<file path="config.mk">
export PLATFORM = sky130hd
export DESIGN_NAME = forwarding_unit
export DESIGN_NICKNAME = d
export VERILOG_FILES = /design/src/pipe_pkg.sv /design/src/forwarding_unit.sv
export SDC_FILE = /design/constraint.sdc
export NUM_CORES = 1
export LEC_CHECK = 0
export ABC_CLOCK_PERIOD_IN_PS = 3650
export BUFFER_PORTS_ARGS = -buffer_cell sky130_fd_sc_hd__buf_2
export CORE_AREA = 2 2 61 63
export DETAILED_ROUTE_END_ITERATION = 6
export DIE_AREA = 0 0 63 65
export GPL_ROUTABILITY_DRIVEN = 1
export PLACE_DENSITY = 0.87
export SYNTH_ARGS = -nofsm -noshare
export SYNTH_HDL_FRONTEND = slang
export SYNTH_SLANG_ARGS = --single-unit
</file>
<file path="constraint.sdc">
create_clock -name vclk -period 3.65
set_clock_uncertainty 0.1 [all_clocks]
set_input_delay 0.5475 -clock vclk [all_inputs]
set_output_delay 0.5475 -clock vclk [all_outputs]
set_load 0.02 [all_outputs]
</file>
<file path="src/pipe_pkg.sv">
package pipe_pkg;

	// Datapath and storage sizes
	localparam int XLEN = 32;
	localparam int REG_W = 5;
	localparam int DMEM_WORDS = 64;
	localparam int DMEM_AW = 6;

	// Major opcodes of the supported subset
	localparam logic [6:0] OP_R = 7'h33;
	localparam logic [6:0] OP_I = 7'h13;
	localparam logic [6:0] OP_LUI = 7'h37;
	localparam logic [6:0] OP_LOAD = 7'h03;
	localparam logic [6:0] OP_STORE = 7'h23;

	// Result source of an instruction
	localparam logic [2:0] SEL_ALU = 3'd0;
	localparam logic [2:0] SEL_MEM = 3'd3;

	// Immediate formats, U leaves rs1 unused
	localparam logic [2:0] IMM_I = 3'd0;
	localparam logic [2:0] IMM_S = 3'd1;
	localparam logic [2:0] IMM_U = 3'd2;

	typedef enum logic [2:0] {
		ADD,
		SUB,
		AND,
		OR,
		XOR,
		PASS_B
	} alu_op_e;

	typedef struct packed {
		logic [6:0] opcode;
		logic [REG_W-1:0] rs1;
		logic [REG_W-1:0] rs2;
		logic [REG_W-1:0] rd;
		logic wr_en;
		// Operand A comes from rs1
		logic sel_opA;
		// Operand B comes from the immediate
		logic sel_opB;
		logic is_stype;
		logic [2:0] imm_select;
		logic [2:0] sel_data;
		alu_op_e alu_op;
		logic mem_we;
	} ctrl_t;

	typedef struct packed {
		logic valid;
		ctrl_t ctrl;
		logic [XLEN-1:0] a;
		logic [XLEN-1:0] b;
		logic [XLEN-1:0] store_data;
		logic [XLEN-1:0] imm;
	} id_exe_t;

	typedef struct packed {
		logic valid;
		ctrl_t ctrl;
		logic [XLEN-1:0] alu_result;
		logic [XLEN-1:0] store_data;
	} exe_mem_t;

	typedef struct packed {
		logic valid;
		ctrl_t ctrl;
		logic [XLEN-1:0] result;
	} mem_wb_t;

	typedef struct packed {
		logic exe_to_id_a;
		logic exe_to_id_b;
		logic mem_to_id_a;
		logic mem_to_id_b;
		logic wb_to_id_a;
		logic wb_to_id_b;
		logic mem_to_exe_a;
		logic mem_to_exe_b;
		logic wb_to_exe_a;
		logic wb_to_exe_b;
	} fwd_t;

	typedef struct packed {
		logic [REG_W-1:0] rd;
		logic wr_en;
		logic is_store;
		logic [XLEN-1:0] addr;
		logic [XLEN-1:0] value;
	} retire_t;

endpackage

</file>
<file path="src/forwarding_unit.sv">
module forwarding_unit (
	input  pipe_pkg::ctrl_t id_ctrl,
	input  pipe_pkg::ctrl_t exe_ctrl,
	input  logic exe_valid,
	input  pipe_pkg::ctrl_t mem_ctrl,
	input  logic mem_valid,
	input  pipe_pkg::ctrl_t wb_ctrl,
	input  logic wb_valid,
	output pipe_pkg::fwd_t fwd
);

	// Source register matches a live producer, x0 never forwards
	function automatic logic hit(input logic [pipe_pkg::REG_W-1:0] rs,
		input pipe_pkg::ctrl_t prod, input logic prod_valid);
		return prod_valid && prod.wr_en && (rs == prod.rd) && (rs != '0);
	endfunction

	// Everything except LUI reads rs1
	function automatic logic uses_a(input pipe_pkg::ctrl_t c);
		return c.sel_opA && (c.imm_select != pipe_pkg::IMM_U);
	endfunction

	// rs2 is read by R-type as operand B and by stores as data
	function automatic logic uses_b(input pipe_pkg::ctrl_t c);
		return (c.opcode == pipe_pkg::OP_R) || c.is_stype;
	endfunction

	logic id_use_a;
	logic id_use_b;
	logic exe_use_a;
	logic exe_use_b;
	logic exe_is_load;
	logic mem_is_load;
	logic wb_is_load;
	logic mem_hit_exe_a;
	logic mem_hit_exe_b;

	assign id_use_a = uses_a(id_ctrl);
	assign id_use_b = uses_b(id_ctrl);
	assign exe_use_a = uses_a(exe_ctrl);
	assign exe_use_b = uses_b(exe_ctrl);

	assign exe_is_load = exe_ctrl.sel_data == pipe_pkg::SEL_MEM;
	assign mem_is_load = mem_ctrl.sel_data == pipe_pkg::SEL_MEM;
	assign wb_is_load = wb_ctrl.sel_data == pipe_pkg::SEL_MEM;

	// ID operands
	// A load in EXE has no data yet, the MEM override picks it up next cycle
	assign fwd.exe_to_id_a = hit(id_ctrl.rs1, exe_ctrl, exe_valid) && !exe_is_load &&
		id_use_a;
	assign fwd.exe_to_id_b = hit(id_ctrl.rs2, exe_ctrl, exe_valid) && !exe_is_load &&
		id_use_b;

	// MEM holds only the address for a load, WB override covers it
	assign fwd.mem_to_id_a = hit(id_ctrl.rs1, mem_ctrl, mem_valid) && !mem_is_load &&
		id_use_a;
	assign fwd.mem_to_id_b = hit(id_ctrl.rs2, mem_ctrl, mem_valid) && !mem_is_load &&
		id_use_b;

	// WB result is final for every source
	assign fwd.wb_to_id_a = hit(id_ctrl.rs1, wb_ctrl, wb_valid) && id_use_a;
	assign fwd.wb_to_id_b = hit(id_ctrl.rs2, wb_ctrl, wb_valid) && id_use_b;

	// EXE operands, load data only
	// Any MEM-stage writer of the same register is younger than WB
	assign mem_hit_exe_a = hit(exe_ctrl.rs1, mem_ctrl, mem_valid) && exe_use_a;
	assign mem_hit_exe_b = hit(exe_ctrl.rs2, mem_ctrl, mem_valid) && exe_use_b;

	// Load directly ahead, data straight from the memory read port
	assign fwd.mem_to_exe_a = mem_hit_exe_a && mem_is_load;
	assign fwd.mem_to_exe_b = mem_hit_exe_b && mem_is_load;

	// Load two ahead, unless something younger rewrote the register
	assign fwd.wb_to_exe_a = hit(exe_ctrl.rs1, wb_ctrl, wb_valid) && wb_is_load &&
		exe_use_a && !mem_hit_exe_a;
	assign fwd.wb_to_exe_b = hit(exe_ctrl.rs2, wb_ctrl, wb_valid) && wb_is_load &&
		exe_use_b && !mem_hit_exe_b;

endmodule

</file>
==> Word level (Yosys, flattened, before mapping) <==
Index checks and enable logic that the tools add are counted.
{ "totals": {"register_bits": 0, "output_inout_bits": 10, "input_bits": 147} }
{ "op_classes": {"n_reduce_logical": 55, "eq_ne": 17} }
{ "op_table": {"columns": ["op", "count"], "rows": [
  ["equality test 5 bit", 10],
  ["logical AND 1 bit", 45],
  ["nonzero test 5 bit", 4],
  ["equality test 7 x 6 -> 1 bit (second input constant)", 2],
  ["equality test 3 x 2 -> 1 bit (second input constant)", 3],
  ["inequality test 3 x 2 -> 1 bit (second input constant)", 2],
  ["logical NOT 1 bit", 4],
  ["logical OR 1 bit", 2]
]} }

==> Longest topological paths before layout <==
Gate-level depths: netlist of the first run.
{ "depth": {"depth_word": 6, "ltp_mapped": 5, "mapped_depth_nobuf": 4} }

==> Worst setup path before layout of the first run <==
Ideal clock, no wire load.
{ "synth_timing": {"path_type": "input to output", "start": "in id_ctrl[35] (netlist name)", "end": "out fwd[4] (netlist name)", "t_arrival_ns": 1.764, "n_path_buf": 0, "cell_stages": 4, "path_slack_ns": 1.238, "path_cell_list": "nand4bb_1 > nor3_1 > o22ai_2 > nor4_1"} }
{ "synth_lines": {"columns": ["element", "line", "source"], "rows": [
  ["start: declaration", "forwarding_unit.sv:2", "input pipe_pkg::ctrl_t id_ctrl,"],
  ["end: declaration", "forwarding_unit.sv:9", "output pipe_pkg::fwd_t fwd"]
]} }

==> results of run 1 <==
## critical path, stage by stage
cell     delay, ps
buf_2          150
xor2_1         150
nor4_1         330
nand4_1        180
nor4b_2        270
buf_2          200
## routing by layer
| metal | up-vias | share of wire, % |
|---|---|---|
| li1 | 539 | - |
| met5 | - | 0 |
| met4 | 0 | 0 |
| met1 | 481 | 42 |
| met3 | 0 | 7.3 |
| met2 | 37 | 50 |
## logic make-up (layout without fill, tap and decap cells)
family / after synthesis / in the layout / synth area share, %
compound gates: 6 / 6 / 6.69
buf+inv: 3 / 85 / 1.40
simple gates: 42 / 42 / 37.5
xor+xnor: 50 / 50 / 54.4
## layout by cell type, fill, tap and decap left out
cell type	instances
nand4bb_1	1
nand3b_1	1
o211ai_1	2
nor4b_2	1
o22ai_2	1
nand3_1	1
nor3_1	4
xor2_1	33
xnor2_1	17
nand3b_2	1
a21oi_1	1
or3b_2	1
nor4bb_1	1
a41oi_1	1
buf_2	84
inv_1	1
nor2_1	2
o211ai_2	1
and3_1	1
nor4b_1	1
nand2_1	5
nor4_2	4
nor4_1	5
nand4_1	6
or4_1	7
## final timing paths
kind	slack (ps)	cells after the start	endpoint	from
max	1180	6	fwd[2]	mem_ctrl[17]
min	1380	4	fwd[3]	mem_ctrl[13]
## power groups by stage
| stage | combinational, mW | sequential [mW] | clock (mW) |
|---|---|---|---|
| 6_report | 0.124 | 0 | 0 |
| 5_1_grt | 0.138 | 0 | 0 |
| 4_1_cts | 0.125 | 0 | 0 |
| 3_5_place_dp | 0.124 | 0 | 0 |
| 3_3_place_gp | 0.120 | 0 | 0 |
| 2_1_floorplan | 0.0568 | 0 | 0 |
## cell type report
class | count | area [um^2] | share of cell area [%]
Inverter | 1 | 3.75 | 0.294
Tap cell | 48 | 60.1 | 4.70
Timing Repair Buffer | 84 | 420 | 32.9
Multi-Input combinational cell | 98 | 793 | 62.1
==> results.py, run 1 <==
metrics = {
    "power_and_ir_drop": {
        "p_per_area_nw_per_um2": 97.2,
        "p_seq_share_pct": 0,
        "finalPower_mw": 0.124,
        "pwr-share-clk_pct": 0,
        "p_int_mw": 0.0632,
        "switchingPower_mw": 0.0610,
        "pwr-share-comb_pct": 100.0,
        "p_leak_nw": 0.592,
        "switching_share_pct": 49.1,
        "irDropWorstVdd_v": 0.0000353,
    },
    "synthesis": {
        "synth_most_common_cell": "xor2_1",
        "postSynthCellCount": 101,
        "yosys.area.top_type_share_pct": 35.9,
        "ys_top_cells_by_area": "xor2_1 (36%), xnor2_1 (19%), or4_1 (6.5%)",
        "yosysWarnings": 0,
        "synth.distinct_cells": 25,
        "syn_area_um2": 805,
        "mappedNetlistNets": 248,
        "synth_top_cells_by_count": "xor2_1 (33), xnor2_1 (17), or4_1 (7)",
        "yosys.area.top_type": "xor2_1",
        "seq_area_frac_synth_pct": 0,
        "syn_avg_cell_area_um2": 7.97,
    },
    "cells_and_area": {
        "final_util_pct": 36.5,
        "nets": 332,
        "stdcell_area_um2": 1280,
        "syn_to_final_growth_pct": 58.8,
        "fin_cells": 231,
        "seq_area_um2": 0,
        "drive_gt1_share_pct": 50.8,
        "seq_cell_count": 0,
        "num_antenna_cells": 0,
        "n_clock_buffer": 0,
        "fill_cells": 402,
    },
    "hold_path": {
        "hold_class": "in -> out",
    },
    "timing": {
        "tns_ps": 0,
        "period_share_pct": 67.7,
        "rsz0062_at_grt": "no",
        "tightestPinTransition_ps": 305,
        "post-route-min-period_ps": 2470,
        "hold_viol": 0,
        "final_max_slew_viol_count": 0,
        "whs_ps": 1380,
        "worst_slack_ps": 1180,
        "clock.fmax_ghz": 0.404,
        "setup_viol": 0,
        "maxSlewHeadroom_pct": 79.5,
    },
    "routing": {
        "drc_errors": 0,
        "via_per_inst": 4.58,
        "wl_per_cell_um": 12.9,
        "drt-total-wl_mm": 2.98,
        "drt-initial-drc-count": 7,
        "vias": 1057,
        "first_pass_iters": 3,
        "ant_nets": 0,
    },
    "grt": {
        "grt.busiest_layer": "met2",
        "antenna_found_initial": 0,
        "grt_pass1_vias": 1077,
        "grtUsageMet1_pct": 17.2,
        "grt_overflow": 0,
        "use_met3_pct": 3.13,
        "grt_max_degree": 5,
        "grt.total_usage_pct": 14.0,
        "use_met2_pct": 26.3,
        "grt_pass1_wl_mm": 4.73,
    },
    "floorplanning": {
        "core_um2": 3500,
        "die_x_um": 63,
        "rows": 22,
        "boundaryPins": 157,
        "fp.dieH_um": 65,
        "dieArea_um2": 4100,
        "start_util_pct": 23.0,
    },
    "run_status": {
        "status": "finished, final reports clean",
    },
    "run": {
        "maxCapViolCount": 0,
    },
    "place": {
        "dp_hpwl_mm": 2.66,
        "placed_area_um2": 1280,
        "post-place-ws_ps": 1210,
        "place.gp.congestion": 0.853,
        "place_inst": 231,
        "port_buffers": 84,
    },
    "clock_tree": {
        "cts_setup_buffers": 0,
        "cts_hold_buf": 0,
        "ctsResizeCount": 0,
    },
    "setup_path": {
        "crit_type": "in -> out",
        "worstSetupStartpointType": "input port",
        "cp_data_arrival_time_ps": 1820,
        "cp_max_fo": 4,
        "worstPathRequired_ps": 3000,
        "crit_path_end_kind": "output pin",
    },
}
(Power assumes the default switching activity.)
==> run 2: changes to the inputs <==
==> config.mk (replaced) <==
export PLATFORM = sky130hd
export DESIGN_NAME = forwarding_unit
export DESIGN_NICKNAME = d
export VERILOG_FILES = /design/src/pipe_pkg.sv /design/src/forwarding_unit.sv
export SDC_FILE = /design/constraint.sdc
export NUM_CORES = 1
export LEC_CHECK = 0
export ABC_CLOCK_PERIOD_IN_PS = 2029
export BUFFER_PORTS_ARGS = -buffer_cell sky130_fd_sc_hd__buf_2
export CORE_MARGIN = 2
export CORE_UTILIZATION = 24
export DETAILED_ROUTE_END_ITERATION = 6
export GPL_ROUTABILITY_DRIVEN = 1
export PLACE_DENSITY = 0.91
export SYNTH_ARGS = -nofsm -noshare
export SYNTH_HDL_FRONTEND = slang
export SYNTH_SLANG_ARGS = --single-unit
==> constraint.sdc (replaced) <==
create_clock -name vclk -period 2.03
set_clock_uncertainty 0.1 [all_clocks]
set_input_delay 0.3045 -clock vclk [all_inputs]
set_output_delay 0.3045 -clock vclk [all_outputs]
set_load 0.02 [all_outputs]
==> results.py, run 2 (synthesis gave the netlist of run 1 again) <==
metrics = {
    "setup_path": {
        "worstSetupStartpointType": "input port",
        "cp_data_arrival_time_ps": 1520,
        "crit_type": "in -> out",
        "crit_path_end_kind": "output pin",
        "worstPathRequired_ps": 1630,
        "cp_max_fo": 4,
        "crit_start": "mem_ctrl[17]",
    },
    "floorplanning": {
        "dieArea_um2": 3830,
        "start_util_pct": 24.5,
        "core_um2": 3280,
        "die_x_um": 61.9,
        "boundaryPins": 157,
        "rows": 21,
        "fp.dieH_um": 61.9,
    },
    "grt": {
        "use_met3_pct": 3.11,
        "antenna_found_initial": 0,
        "grt_pass1_wl_mm": 4.40,
        "grt.busiest_layer": "met2",
        "grtUsageMet1_pct": 19.2,
        "grt_max_degree": 5,
        "use_met2_pct": 26.3,
        "grt_overflow": 0,
        "grt.total_usage_pct": 14.7,
        "grt_pass1_vias": 1028,
    },
    "cells_and_area": {
        "nets": 333,
        "drive_gt1_share_pct": 52.2,
        "fin_cells": 230,
        "stdcell_area_um2": 1290,
        "final_common_cell": "buf_2",
        "syn_to_final_growth_pct": 60.8,
        "n_clock_buffer": 0,
        "mostFrequentLayoutCells": "buf_2 (84), xor2_1 (33), xnor2_1 (17)",
        "num_antenna_cells": 0,
        "fill_cells": 369,
        "seq_cell_count": 0,
        "seq_area_um2": 0,
    },
    "run": {
        "maxCapViolCount": 0,
    },
    "timing": {
        "setup_viol": 0,
        "clock.fmax_ghz": 0.519,
        "period_share_pct": 95.0,
        "tns_ps": 0,
        "maxSlewHeadroom_pct": 81.7,
        "hold_viol": 0,
        "post-route-min-period_ps": 1930,
        "rsz0062_at_grt": "no",
        "final_max_slew_viol_count": 0,
        "whs_ps": 887,
        "tightestPinTransition_ps": 271,
    },
    "hold_path": {
        "hold_class": "in -> out",
        "whs_path_depth": 4,
        "min_to": "fwd[3]",
        "min_from": "mem_ctrl[13]",
    },
    "clock_tree": {
        "cts_setup_buffers": 0,
        "cts_hold_buf": 0,
    },
    "routing": {
        "via_per_inst": 4.60,
        "drt-initial-drc-count": 30,
        "drt-total-wl_mm": 2.88,
        "drc_errors": 0,
        "ant_nets": 0,
        "vias": 1058,
        "wl_per_cell_um": 12.5,
        "first_pass_iters": 4,
    },
    "power_and_ir_drop": {
        "finalPower_mw": 0.227,
        "p_per_area_nw_per_um2": 175,
        "irDropWorstVdd_v": 0.0000592,
        "p_leak_nw": 0.597,
    },
    "place": {
        "port_buffers": 84,
        "place.gp.congestion": 0.878,
        "dp_hpwl_mm": 2.60,
        "placed_area_um2": 1280,
        "place_inst": 230,
    },
    "run_status": {
        "status": "finished, final reports clean",
    },
}
-- run 2: cell count changes in the layout (fill, tap and decap cells not counted) --
cell,change
nor3_1,-1
nor4_1,-1
buf_4,+1
nor4_2,+1
nor3_2,+1
-- run 2: how the worst max path moves through the flow --
| stage | slack, ps | endpoint | depth (start not counted) |
|---|---|---|---|
| after floorplan | 100 | fwd[4] | 4 |
| after global placement | 110 | fwd[2] | 6 |
| after detailed placement | 100 | fwd[2] | 6 |
| after CTS | 90 | fwd[2] | 6 |
| after global routing | 5 | fwd[7] | 6 |
| final | 100 | fwd[2] | 6 |
-- run 2: critical path, cell delays in order --
cell and delay, ps:
buf_2 150, xor2_1 160, nor4_2 280, nand4_1 170, nor4b_2 260, buf_2 200
-- run 2: final cells by class --
cell class / instances / area, um^2 / share of cell area, %
Tap cell: 46 / 57.6 / 4.45
Multi-Input combinational cell: 98 / 805 / 62.2
Inverter: 1 / 3.75 / 0.290
Timing Repair Buffer: 85 / 428 / 33.1
-- run 2: report_power, final --
group	internal, mW	total (mW)	switching (mW)
Sequential	0	0	0
Clock	0	0	0
Combinational	0.115	0.227	0.111
-- run 2: metrics by stage --
stage / setup WS [ps] / utilization, %
after floorplan: 104 / -
after global placement: 111 / 39.0
after detailed placement: 98.6 / 39.0
after CTS: 94.2 / 39.0
after global routing: 4.58 / 39.4
final: 102 / 39.4
-- run 2: repair_timing --
item	in CTS	in global routing
hold endpoints to repair	0	0
resized for setup	0	2
setup endpoints to repair	0	2
-- run 2: layer usage --
layer,routed length [um],part of all wire [%],up-vias
li1,-,-,540
met1,1150,40,471
met2,1410,49,47
met3,318,11,0
met4,0,0,0
met5,0,0,-
==> run 3: changes to the inputs <==
--- a/config.mk
+++ b/config.mk
@@ -5,7 +5,7 @@
 export SDC_FILE = /design/constraint.sdc
 export NUM_CORES = 1
 export LEC_CHECK = 0
-export ABC_CLOCK_PERIOD_IN_PS = 2029
+export ABC_CLOCK_PERIOD_IN_PS = 1600
 export BUFFER_PORTS_ARGS = -buffer_cell sky130_fd_sc_hd__buf_2
 export CORE_MARGIN = 2
 export CORE_UTILIZATION = 24
==> constraint.sdc (replaced) <==
create_clock -name vclk -period 1.6
set_clock_uncertainty 0.1 [all_clocks]
set_input_delay 0.24 -clock vclk [all_inputs]
set_output_delay 0.24 -clock vclk [all_outputs]
set_load 0.02 [all_outputs]
==> results.py, run 3 (synthesis gave the netlist of run 1 again) <==
metrics = {
    "power_and_ir_drop": {
        "p_per_area_nw_per_um2": 238,
        "switching_share_pct": 44.4,
        "pwr-share-comb_pct": 100.0,
        "p_leak_nw": 0.843,
        "pwr-share-clk_pct": 0,
        "p_int_mw": 0.245,
        "switchingPower_mw": 0.196,
        "irDropWorstVdd_v": 0.000126,
        "p_seq_share_pct": 0,
    },
    "timing": {
        "worst_slack_ps": -209,
        "clock.fmax_ghz": 0.553,
        "tightestPinTransition_ps": 321,
        "hold_viol": 0,
        "whs_ps": 801,
        "setup_viol": 10,
        "maxSlewHeadroom_pct": 78.4,
        "rsz0062_at_grt": "yes",
        "final_max_slew_viol_count": 0,
        "post-route-min-period_ps": 1810,
        "period_share_pct": 113,
    },
    "grt": {
        "grt_max_degree": 5,
        "grt_overflow": 0,
        "grt.total_usage_pct": 18.4,
        "antenna_found_initial": 0,
        "grt_pass1_wl_mm": 5.38,
        "grt_pass1_vias": 1178,
    },
    "setup_path": {
        "crit_family": "simple AND/OR/NAND/NOR gates",
        "worstPathCellList": "buf_6, xor2_1, or4_4, nor4_4, buf_4",
        "cp_max_fo": 3,
        "cpPeakStageDelay_ps": 550,
        "worstPathRequired_ps": 1260,
        "slowest_stage": "or4_4",
        "crit_start": "id_ctrl[27]",
        "crit_buf_inv": 2,
        "worstSetupStartpointType": "input port",
        "crit_path_end_kind": "output pin",
        "crit_type": "in -> out",
        "cp_data_arrival_time_ps": 1470,
    },
    "routing": {
        "first_pass_iters": 4,
        "ant_nets": 0,
        "drt-total-wl_mm": 3.70,
        "met2_length_mm": 1.95,
        "via_per_inst": 4.75,
        "wl_per_cell_um": 14.2,
        "wl_met3_um": 269,
        "drc_errors": 0,
        "drt-initial-drc-count": 11,
        "wl_met1_mm": 1.43,
        "top_layer_used": "met4",
        "vias": 1236,
    },
    "floorplanning": {
        "fp.dieH_um": 61.9,
        "rows": 21,
        "boundaryPins": 157,
        "start_util_pct": 24.5,
        "die_x_um": 61.9,
        "dieArea_um2": 3830,
        "core_um2": 3280,
    },
    "hold_path": {
        "hold_class": "in -> out",
        "min_from": "exe_ctrl[12]",
    },
    "cells_and_area": {
        "stdcell_area_um2": 1850,
        "nets": 363,
        "mostFrequentLayoutCells": "buf_2 (55), buf_4 (36), xor2_1 (31)",
        "seq_cell_count": 0,
        "num_antenna_cells": 0,
        "syn_to_final_growth_pct": 130,
        "seq_area_um2": 0,
        "drive_gt1_share_pct": 67.8,
        "n_clock_buffer": 0,
        "final_common_cell": "buf_2",
    },
    "run_status": {
        "violations": "setup timing",
        "status": "complete, but fails checks",
    },
    "run": {
        "maxCapViolCount": 0,
    },
    "clock_tree": {
        "cts_hold_buf": 0,
    },
    "place": {
        "dp_hpwl_mm": 3.05,
        "place.gp.congestion": 0.781,
        "port_buffers": 84,
        "placed_area_um2": 1570,
    },
}
[run 3: worst paths after layout]
path | depth (start not counted) | slack [ps] | end
max | 5 | -210 | fwd[7]
min | 4 | 800 | fwd[3]
[run 3: power groups by stage]
stage	Clock [mW]	Sequential (mW)	Combinational, mW
floorplan	0	0	0.146
global placement	0	0	0.349
detailed placement	0	0	0.364
CTS	0	0	0.415
global route	0	0	0.471
finish	0	0	0.441
[run 3: area by class of cell]
cell class	count	area [um^2]
Fill cell	271	1430
Multi-Input combinational cell	98	961
Timing Repair Buffer	115	831
Tap cell	46	57.6
Inverter	1	3.75
[run 3: worst min-delay path, stage by stage]
cell	delay [ps]
buf_2	100
o211ai_1	110
nor3_1	70
buf_4	150
[run 3: per-layer routing]
metal,up-vias,global-route usage [%]
li1,601,-
met4,0,2.43
met5,-,0
met3,7,2.69
met1,572,22.8
met2,56,34.3
[run 3: repair_timing]
item | in CTS | in global routing
setup buffers | 0 | 1
setup endpoints to repair | 10 | 10
pin swaps | 21 | 8
resized for setup | 52 | 17
[run 3: per-stage QoR]
stage	total power, mW	TNS, ps	setup WS [ps]	utilization, %	instances
finish	0.441	-1180	-209	56.4	260
global route	0.471	-1660	-230	56.4	260
CTS	0.415	-1160	-226	54.1	260
detailed placement	0.364	-2010	-288	47.7	260
global placement	0.349	-1810	-240	47.7	260
floorplan	0.146	-94.0	-34.8	-	101
